<file path="src/source/anti_theft_settings.svh">
`ifndef ANTI_THEFT_SETTINGS_SVH
`define ANTI_THEFT_SETTINGS_SVH

// width of one time parameter and of the countdown
`define ATS_TIME_W 4

// one second at 25 MHz
`define ATS_TICK_CYCLES_DEFAULT 25000000
// 10 ms of stable switch level
`define ATS_DEBOUNCE_CYCLES_DEFAULT 250000

// time parameters after reset, in seconds
`define ATS_ARM_DELAY_RESET       6
`define ATS_DRIVER_DELAY_RESET    8
`define ATS_PASSENGER_DELAY_RESET 15
`define ATS_ALARM_ON_RESET        10

`endif

</file>
<file path="src/source/anti_theft_pkg.sv">
`include "anti_theft_settings.svh"

package anti_theft_pkg;

   typedef logic [`ATS_TIME_W-1:0] time_value_t;

   // which stored time parameter to use
   typedef enum logic [1:0] {
      ARM_DELAY       = 2'd0,
      DRIVER_DELAY    = 2'd1,
      PASSENGER_DELAY = 2'd2,
      ALARM_ON        = 2'd3
   } interval_t;

   typedef enum logic [2:0] {
      ARMED          = 3'd0,
      TRIGGERED      = 3'd1,
      SOUND_ALARM    = 3'd2,
      EXPIRING_ALARM = 3'd3,
      DISARMED       = 3'd4,
      DISARMED_1     = 3'd5,
      DISARMED_2     = 3'd6,
      DISARMED_3     = 3'd7
   } alarm_state_t;

   typedef enum logic [1:0] {
      LAMP_OFF   = 2'd0,
      LAMP_BLINK = 2'd1,
      LAMP_ON    = 2'd2
   } lamp_mode_t;

   ////////////////////
   // grouped signals

   typedef struct packed {
      logic ignition;
      logic driver_door;
      logic passenger_door;
      logic brake;        // brake pedal pressed
      logic hidden;       // concealed fuel pump switch
   } vehicle_switches_t;

   typedef struct packed {
      logic        reprogram;
      interval_t   selector;
      time_value_t time_value;
   } program_request_t;

   typedef struct packed {
      logic      start;     // one cycle only
      interval_t interval;
   } timer_request_t;

   typedef struct packed {
      alarm_state_t state;
      time_value_t  countdown;
   } ats_status_t;

endpackage

</file>
<file path="src/source/anti_theft_fsm.sv">
`timescale 1ns/1ns

module anti_theft_fsm import anti_theft_pkg::*; (
   input  logic              clock_25mhz,
   input  logic              reset_sync,
   input  vehicle_switches_t switches,
   input  logic              reprogram,
   input  logic              expired,
   input  time_value_t       countdown,
   output timer_request_t    timer_request,
   output lamp_mode_t        lamp_mode,
   output logic              alarm,
   output ats_status_t       status
);

   alarm_state_t state;
   alarm_state_t state_next;
   logic         door_open;          // either door

   assign door_open = switches.driver_door || switches.passenger_door;

   ////////////////////
   // next state and timer start

   always_comb
   begin
      state_next             = state;
      timer_request.start    = 1'b0;
      timer_request.interval = ARM_DELAY;
      case (state)
         ARMED:
         begin
            if (switches.ignition)
               state_next = DISARMED;
            else if (switches.driver_door)
            begin
               state_next             = TRIGGERED;
               timer_request.start    = 1'b1;
               timer_request.interval = DRIVER_DELAY;
            end
            else if (switches.passenger_door)
            begin
               state_next             = TRIGGERED;
               timer_request.start    = 1'b1;
               timer_request.interval = PASSENGER_DELAY;
            end
         end
         TRIGGERED:
         begin
            if (switches.ignition)
               state_next = DISARMED;
            else if (expired)
               state_next = SOUND_ALARM;
         end
         SOUND_ALARM:
         begin
            if (switches.ignition)
               state_next = DISARMED;
            else if (!door_open)
            begin
               state_next             = EXPIRING_ALARM;   // alarm keeps going for a while
               timer_request.start    = 1'b1;
               timer_request.interval = ALARM_ON;
            end
         end
         EXPIRING_ALARM:
         begin
            if (switches.ignition)
               state_next = DISARMED;
            else if (expired)
               state_next = ARMED;
            else if (door_open)
               state_next = SOUND_ALARM;
         end
         DISARMED:
         begin
            if (!switches.ignition)
               state_next = DISARMED_1;
         end
         DISARMED_1:
         begin
            if (switches.ignition)
               state_next = DISARMED;
            else if (switches.driver_door)
               state_next = DISARMED_2;   // driver getting out
         end
         DISARMED_2:
         begin
            if (switches.ignition)
               state_next = DISARMED;
            else if (!switches.driver_door)
            begin
               state_next             = DISARMED_3;
               timer_request.start    = 1'b1;
               timer_request.interval = ARM_DELAY;
            end
         end
         DISARMED_3:
         begin
            if (switches.ignition || door_open)
               state_next = DISARMED;
            else if (expired)
               state_next = ARMED;
         end
         default:
            state_next = ARMED;
      endcase
      // reprogram rearms and cancels any start
      if (reprogram)
      begin
         state_next          = ARMED;
         timer_request.start = 1'b0;
      end
   end

   always_ff @(posedge clock_25mhz)
   begin
      if (reset_sync)
         state <= ARMED;
      else
         state <= state_next;
   end

   ////////////////////
   // outputs decoded from state

   always_comb
   begin
      case (state)
         ARMED:                                 lamp_mode = LAMP_BLINK;
         TRIGGERED, SOUND_ALARM, EXPIRING_ALARM: lamp_mode = LAMP_ON;
         default:                               lamp_mode = LAMP_OFF;
      endcase
   end

   assign alarm  = (state == SOUND_ALARM) || (state == EXPIRING_ALARM);
   assign status = '{state: state, countdown: countdown};

endmodule

</file>
<file path="src/source/anti_theft_top.sv">
`timescale 1ns/1ns
`include "anti_theft_settings.svh"

module anti_theft_top import anti_theft_pkg::*; #(
   parameter int tick_cycles     = `ATS_TICK_CYCLES_DEFAULT,
   parameter int debounce_cycles = `ATS_DEBOUNCE_CYCLES_DEFAULT
) (
   input  logic              clock_25mhz,
   input  logic              reset_sync,
   input  vehicle_switches_t switches_raw,
   input  program_request_t  program_raw,
   output logic              alarm,
   output logic              fuel_pump_power,
   output logic              status_lamp,
   output ats_status_t       status
);

   vehicle_switches_t switches;
   program_request_t  program_req;
   timer_request_t    timer_request;
   lamp_mode_t        lamp_mode;
   time_value_t       countdown;
   logic              tick;
   logic              expired;

   ////////////////////
   // input conditioning

   input_conditioner #(.payload_t(vehicle_switches_t), .debounce_cycles(debounce_cycles))
      switch_conditioner (
         .clock_25mhz(clock_25mhz), .reset_sync(reset_sync),
         .raw(switches_raw), .clean(switches));

   input_conditioner #(.payload_t(program_request_t), .debounce_cycles(debounce_cycles))
      program_conditioner (
         .clock_25mhz(clock_25mhz), .reset_sync(reset_sync),
         .raw(program_raw), .clean(program_req));

   ////////////////////
   // functional blocks

   delay_timer #(.tick_cycles(tick_cycles)) timer (
      .clock_25mhz(clock_25mhz), .reset_sync(reset_sync),
      .program_req(program_req), .request(timer_request),
      .tick(tick), .expired(expired), .countdown(countdown));

   anti_theft_fsm theft_fsm (
      .clock_25mhz(clock_25mhz), .reset_sync(reset_sync),
      .switches(switches), .reprogram(program_req.reprogram),
      .expired(expired), .countdown(countdown),
      .timer_request(timer_request), .lamp_mode(lamp_mode),
      .alarm(alarm), .status(status));

   fuel_pump_fsm pump_fsm (
      .clock_25mhz(clock_25mhz), .reset_sync(reset_sync),
      .switches(switches), .fuel_pump_power(fuel_pump_power));

   status_lamp lamp_driver (
      .clock_25mhz(clock_25mhz), .reset_sync(reset_sync),
      .mode(lamp_mode), .tick(tick), .lamp(status_lamp));

endmodule

</file>
<file path="src/source/delay_timer.sv">
`timescale 1ns/1ns
`include "anti_theft_settings.svh"

module delay_timer import anti_theft_pkg::*; #(
   parameter int tick_cycles = `ATS_TICK_CYCLES_DEFAULT
) (
   input  logic                   clock_25mhz,
   input  logic                   reset_sync,
   input  program_request_t       program_req,
   input  timer_request_t         request,
   output logic                   tick,
   output logic                   expired,
   output logic [`ATS_TIME_W-1:0] countdown
);

   localparam int tick_w = (tick_cycles > 1) ? $clog2(tick_cycles) : 1;

   time_value_t       time_param [4];
   logic [tick_w-1:0] tick_count;
   logic              running;        // countdown in progress, expiry not yet signalled

   ////////////////////
   // time parameter store

   always_ff @(posedge clock_25mhz)
   begin
      if (reset_sync)
      begin
         time_param[ARM_DELAY]       <= time_value_t'(`ATS_ARM_DELAY_RESET);
         time_param[DRIVER_DELAY]    <= time_value_t'(`ATS_DRIVER_DELAY_RESET);
         time_param[PASSENGER_DELAY] <= time_value_t'(`ATS_PASSENGER_DELAY_RESET);
         time_param[ALARM_ON]        <= time_value_t'(`ATS_ALARM_ON_RESET);
      end
      else if (program_req.reprogram)
      begin
         time_param[program_req.selector] <= program_req.time_value;
      end
   end

   ////////////////////
   // one second tick, restarted by each start

   assign tick = (tick_count == tick_w'(tick_cycles - 1));

   always_ff @(posedge clock_25mhz)
   begin
      if (reset_sync || request.start)
         tick_count <= '0;
      else if (tick)
         tick_count <= '0;
      else
         tick_count <= tick_count + 1'b1;
   end

   ////////////////////
   // countdown

   always_ff @(posedge clock_25mhz)
   begin
      expired <= 1'b0;                 // strobe
      if (reset_sync)
      begin
         countdown <= '0;
         running   <= 1'b0;
      end
      else if (request.start)
      begin
         countdown <= time_param[request.interval];   // restart wins over a tick
         running   <= 1'b1;
      end
      else if (tick && running)
      begin
         if (countdown == '0)
         begin
            expired <= 1'b1;
            running <= 1'b0;           // only once per start
         end
         else
         begin
            countdown <= countdown - 1'b1;
         end
      end
   end

endmodule

</file>
<file path="src/source/fuel_pump_fsm.sv">
`timescale 1ns/1ns

module fuel_pump_fsm import anti_theft_pkg::*; (
   input  logic              clock_25mhz,
   input  logic              reset_sync,
   input  vehicle_switches_t switches,
   output logic              fuel_pump_power
);

   typedef enum logic [1:0] {
      PUMP_OFF      = 2'd0,
      RESTORE_START = 2'd1,   // ignition on, waiting for hidden + brake
      RESTORE       = 2'd2,
      LATCH_ON      = 2'd3
   } pump_state_t;

   pump_state_t state;

   always_ff @(posedge clock_25mhz)
   begin
      if (reset_sync)
         state <= PUMP_OFF;
      else
      begin
         case (state)
            PUMP_OFF:
               if (switches.ignition)
                  state <= RESTORE_START;
            RESTORE_START:
               if (!switches.ignition)
                  state <= PUMP_OFF;
               else if (switches.hidden && switches.brake)
                  state <= RESTORE;
            RESTORE:
               state <= LATCH_ON;
            default:
               if (!switches.ignition)
                  state <= PUMP_OFF;     // held on until ignition drops
         endcase
      end
   end

   assign fuel_pump_power = (state == LATCH_ON);

endmodule

</file>
<file path="src/source/input_conditioner.sv">
`timescale 1ns/1ns
`include "anti_theft_settings.svh"

module input_conditioner #(
   parameter type payload_t       = logic,
   parameter int  debounce_cycles = `ATS_DEBOUNCE_CYCLES_DEFAULT
) (
   input  logic     clock_25mhz,
   input  logic     reset_sync,
   input  payload_t raw,
   output payload_t clean
);

   // counter must reach debounce_cycles
   localparam int count_w = (debounce_cycles > 0) ? $clog2(debounce_cycles + 1) : 1;

   payload_t           sync_meta;
   payload_t           sync_out;
   payload_t           pending;        // last value seen after the synchroniser
   logic [count_w-1:0] stable_count;

   ////////////////////
   // two flop synchroniser

   always_ff @(posedge clock_25mhz)
   begin
      sync_meta <= raw;
      sync_out  <= sync_meta;
   end

   ////////////////////
   // debounce the whole word

   always_ff @(posedge clock_25mhz)
   begin
      if (reset_sync)
      begin
         pending      <= sync_out;
         clean        <= sync_out;     // start from the current level
         stable_count <= '0;
      end
      else if (sync_out != pending)
      begin
         pending      <= sync_out;     // any bit moved, start over
         stable_count <= '0;
      end
      else if (stable_count == count_w'(debounce_cycles))
      begin
         clean <= pending;
      end
      else
      begin
         stable_count <= stable_count + 1'b1;
      end
   end

endmodule

</file>
<file path="src/source/status_lamp.sv">
`timescale 1ns/1ns

module status_lamp import anti_theft_pkg::*; (
   input  logic       clock_25mhz,
   input  logic       reset_sync,
   input  lamp_mode_t mode,
   input  logic       tick,
   output logic       lamp
);

   logic blink_phase;
   logic phase_next;

   assign phase_next = blink_phase ^ tick;   // flips once per second

   always_ff @(posedge clock_25mhz)
   begin
      if (reset_sync)
      begin
         blink_phase <= 1'b0;
         lamp        <= 1'b0;
      end
      else
      begin
         blink_phase <= phase_next;
         case (mode)
            LAMP_BLINK: lamp <= phase_next;
            LAMP_ON:    lamp <= 1'b1;
            default:    lamp <= 1'b0;
         endcase
      end
   end

endmodule

</file>
<file path="config.mk">
export PLATFORM = sky130hd
export DESIGN_NAME = anti_theft_top
export DESIGN_NICKNAME = d
export VERILOG_FILES = /design/src/source/anti_theft_pkg.sv /design/src/source/anti_theft_fsm.sv /design/src/source/anti_theft_top.sv /design/src/source/delay_timer.sv /design/src/source/fuel_pump_fsm.sv /design/src/source/input_conditioner.sv /design/src/source/status_lamp.sv
export VERILOG_INCLUDE_DIRS = /design/src /design/src/source
export SDC_FILE = /design/constraint.sdc
export NUM_CORES = 1
export LEC_CHECK = 0
export BUFFER_PORTS_ARGS = -buffer_cell sky130_fd_sc_hd__buf_2
export CAP_MARGIN = 10
export CORE_ASPECT_RATIO = 0.6
export CORE_UTILIZATION = 55
export CTS_BUF_LIST = sky130_fd_sc_hd__clkbuf_16
export CTS_CLUSTER_DIAMETER = 100
export DETAILED_ROUTE_END_ITERATION = 12
export PLACE_DENSITY = 0.71
export REMOVE_ABC_BUFFERS = 1
export SYNTH_ARGS = -nofsm -noshare
export SYNTH_HDL_FRONTEND = slang
export SYNTH_HIERARCHICAL = 1
export SYNTH_SLANG_ARGS = --single-unit
</file>
<file path="constraint.sdc">
create_clock -name clock_25mhz -period 6.3 [get_ports clock_25mhz]
set_input_delay 0.63 -clock clock_25mhz [delete_from_list [all_inputs] [get_ports clock_25mhz]]
set_output_delay 0.63 -clock clock_25mhz [all_outputs]
set_load 0.02 [all_outputs]
</file>
==> summary.log <==
qor: critical_path.timing.critical_path.slowest_stage_cell sky130_fd_sc_hd__a2111oi_0
qor: clock_network.clkLatencyLatePin 0.41 ns
qor: sta.hold_viol 0
qor: floorplan.starting_density_of_the_core 57.1%
qor: floorplan.die_area 11,500 µm²
qor: clock_network.cts_hold_buffers 0
qor: layout.final_net_count 617
qor: sta.timing.slew.headroom 27.8%
qor: global_route.grt_first_pass_wirelength 19.9 mm
qor: critical_path.worst-path-stages 8
qor: floorplan.core.rowCount 29
qor: critical_path.crit_path_max_fanout 24
qor: placed_design.port_buffers 23
qor: power.p_per_area 292 nW/µm²
qor: sta.finalSetupViolCount 0
qor: clock_network.postCtsResizedCells 0
qor: critical_path.worst_setup_path_end_kind register
qor: yosys.syn-instance-count 573
qor: placed_design.dp_worst_setup_slack 3.57 ns
qor: route.routed_via_density 5.98
qor: placed_design.dp.final_hpwl 8.21 mm
qor: global_route.grt_max_degree 37
qor: route.drc 0
qor: sta.finalCritPeriodShare 38.6%
qor: critical_path.cp-start-kind register
qor: sta.hold-worst-slack 0.316 ns
qor: power.vdd.ir_drop.worst 0.000214 V
qor: power.total_power 1990 µW
qor: route.detail-route-antenna-nets 0
qor: critical_path.bufs_and_invs_on_worst_path 2
qor: clock_network.post-cts-setup-buffer-count 0
qor: sta.timing.clock.skew 0.00661 ns
qor: placed_design.place_congestion 0.896
qor: critical_path.path_class reg2reg
qor: global_route.met2_usage_in_global_routing 30.0%
qor: global_route.number_of_global_route_vias_before_repair 3,997
qor: floorplan.die_h 83.5 µm
qor: global_route.grt_busiest_layer met1
qor: layout.area.sequential 3160 µm²
qor: floorplan.fp.dieW 138 µm
qor: sta.fin_ws 3.87 ns
qor: route.firstDrtPassIters 5
qor: yosys.syn_avg_cell_area 10.6 µm²
qor: critical_path.critPathTopFamily compound AO/OA/AOI/OAI gates
qor: yosys.ys_seq_elements 138
qor: yosys.yosys.cell_types.count 67
qor: critical_path.worst_ep_required_time 6.59 ns
qor: floorplan.pin_count 24
qor: clock_network.tritoncts done
qor: floorplan.core_area 10,700 µm²
qor: status.status finished, final reports clean
qor: critical_path.cp_data_arrival_time 2.72 ns
qor: sta.grt_setup_unrepaired no
qor: yosys.yosys_most_used_dff sky130_fd_sc_hd__dfxtp_1
qor: layout.footprint_of_the_multi_input_gates 2740 µm²
qor: route.vias 4,470
qor: sta.worst-slew-pin-transition 1.08 ns
qor: clock_network.htree_levels 4
qor: yosys.synth_async_sr_flop_share 0%
qor: clock_network.ctsLongestPathBuffers 2
qor: global_route.grt_use_met1 34.6%
qor: clock_network.cts-root-buf sky130_fd_sc_hd__clkbuf_16
qor: global_route.globalRoute.totalOverflow 0
qor: route.post_drt_wl_per_cell 16.1 µm
qor: sta.finalWorstPathRequiredPeriod 2.43 ns
qor: global_route.grt.total_usage 22.5%
qor: critical_path.path_common_cell sky130_fd_sc_hd__nor2_1
qor: layout.antenna-diode-count 0
qor: yosys.yosysSeqAreaShare 51.9%
qor: layout.layout-drive-gt1-share 15.5%
qor: route.violation_count_after_the_first_detailed_routing_iteration 493
qor: layout.fillerInstances 858
qor: clock_network.clkSinkCount 138
qor: yosys.synth-edff-count 40
qor: clock_network.path_clk_slew 0.06 ns
qor: clock_network.numCtsBuffers 17
qor: sta.finalMaxSlewViolations 0
qor: layout.area_overhead_vs_synth 12.2%
qor: global_route.antenna_violations_before_repair 0
qor: job.max_cap_violations 0
qor: power.p_leak 0.00235 µW
qor: sta.totalNegativeSetupSlack 0 ns
qor: critical_path.worstPathCellList nand2b_1, nand3_1, a2111oi_0, dlymetal6s2s_1, nor2_1, o31ai_2, buf_4, nor2_1
qor: critical_path.path_depth_of_the_worst_reg2reg_path 8
qor: global_route.use_met3 5.89%
qor: yosys.synth-warning-count 6
qor: critical_path.cp_slowest_stage_delay 0.57 ns
qor: yosys.synth_area 6090 µm²
qor: min_path.hold_class in2reg
qor: sta.max_clock_freq 411 MHz
qor: route.drt-total-wl 12.1 mm
qor: min_path.min_path_cells 1
[power by group]
part | switching [µW] | total [µW] | internal (µW) | leakage, µW
logic | 44.5 | 83.2 | 38.7 | 0.000876
registers | 24.1 | 969 | 945 | 0.00119
clock network | 368 | 942 | 574 | 0.000283
[layout make-up]
type,count,area share (%)
multi-input cells,396,40.1
flip-flops and latches,138,46.3
clock buffers,17,6.23
repair buffers,25,1.98
inverters,17,0.934
well taps,139,2.55
clock inverters,15,1.96
[registers in the layout (all words and copies together), names as in the netlist, 7 cells and up]
signal / count
program_conditioner/stable_count: 18
program_conditioner/sync_out: 7
switch_conditioner/stable_count: 18
program_conditioner/sync_meta: 7
timer/tick_count: 25
timer/time_param: 16
program_conditioner/pending: 7
program_conditioner/clean: 7
[layer usage]
metal	vias up	wire (µm)
li1	2146	-
met1	2149	6270
met2	160	4910
met3	15	730
met4	0	149
met5	-	0
[cell usage in the layout, fill, tap and decap left out, types with 3 or more instances in the layout]
cell                        netlist  layout
sky130_fd_sc_hd__xor2_1          40      40
sky130_fd_sc_hd__or4b_1           3       3
sky130_fd_sc_hd__and2_1          12      12
sky130_fd_sc_hd__a31oi_1          3       3
sky130_fd_sc_hd__or4_1           14      14
sky130_fd_sc_hd__nor4_1           7       7
sky130_fd_sc_hd__o21ai_0         12      12
sky130_fd_sc_hd__clkbuf_16        0      17
sky130_fd_sc_hd__a21oi_1         25      25
sky130_fd_sc_hd__edfxtp_1        40      40
sky130_fd_sc_hd__buf_2            9      23
sky130_fd_sc_hd__nor2b_1          5       5
sky130_fd_sc_hd__nor3b_1          5       5
sky130_fd_sc_hd__nand4_1         20      20
sky130_fd_sc_hd__mux4_2           4       4
sky130_fd_sc_hd__and3_1           5       5
sky130_fd_sc_hd__inv_1           17      17
sky130_fd_sc_hd__nor2_1          51      51
sky130_fd_sc_hd__mux2_2          12      12
sky130_fd_sc_hd__nand4b_1         4       4
sky130_fd_sc_hd__nand2_1         28      28
sky130_fd_sc_hd__ha_1             8       8
sky130_fd_sc_hd__and4_1          10      10
sky130_fd_sc_hd__nand2b_1        12      12
sky130_fd_sc_hd__or2_2            5       5
sky130_fd_sc_hd__nand3_1         23      23
sky130_fd_sc_hd__o31ai_1         11      11
sky130_fd_sc_hd__or4bb_1          3       3
sky130_fd_sc_hd__clkinv_2         0       9
sky130_fd_sc_hd__or3_1            9       9
sky130_fd_sc_hd__xnor2_1         11      11
sky130_fd_sc_hd__nor3_1          14      14
sky130_fd_sc_hd__dfxtp_1         98      98
[cell families (layout without fill, tap and decap cells)]
family          after synthesis  after routing  share of synthesized area, %
flops                       138            138                          51.9
buf+inv                      39             74                          3.14
compound gates               69             69                          7.25
xor+xnor                     51             51                          7.33
mux                          17             17                          3.86
simple gates                251            251                          24.8
fa+ha+maj                     8              8                          1.64
[synth_stat cells (all sizes together), types with 3 or more instances]
library cell / instances / area, µm²
nand2: 28 / 105
or4bb: 3 / 33.8
inv: 17 / 63.8
buf: 16 / 105
or2: 5 / 31.3
xnor2: 11 / 96.3
clkbuf: 6 / 22.5
nor4: 9 / 68.8
mux4: 4 / 90.1
or4: 14 / 105
nor3: 16 / 90.1
and4: 11 / 97.6
mux2: 12 / 135
nand3: 26 / 153
nand4b: 4 / 35.0
and2: 13 / 82.6
a31oi: 3 / 18.8
or4b: 3 / 30.0
nor2: 51 / 191
ha: 8 / 100
o31ai: 12 / 95.1
or3: 11 / 78.8
and3: 5 / 31.3
nand2b: 12 / 75.1
o21ai: 13 / 65.1
a21oi: 25 / 125
nor3b: 6 / 50.1
nand4: 21 / 146
xor2: 40 / 350
dfxtp: 98 / 1960
edfxtp: 40 / 1200
nor2b: 5 / 31.3
[final timing paths]
kind / start / end / slack, ns
max: theft_fsm/state[2] / timer/tick_count[3] / 3.87
min: program_raw[6] / program_conditioner/sync_meta[6] / 0.32
max reg2reg: theft_fsm/state[2] / timer/tick_count[3] / 3.87
min reg2reg: program_conditioner/sync_meta[0] / program_conditioner/sync_out[0] / 0.32
[through the flow]
step | instances | cell area [µm²] | util (%)
after floorplan | 551 | 5960 | -
after global placement | 714 | 6260 | 58.7
after detailed placement | 714 | 6260 | 58.7
after CTS | 746 | 6820 | 63.9
after global routing | 747 | 6830 | 64.0
final | 747 | 6830 | 64.0
No activity file was read; power rests on OpenSTA's default activity.
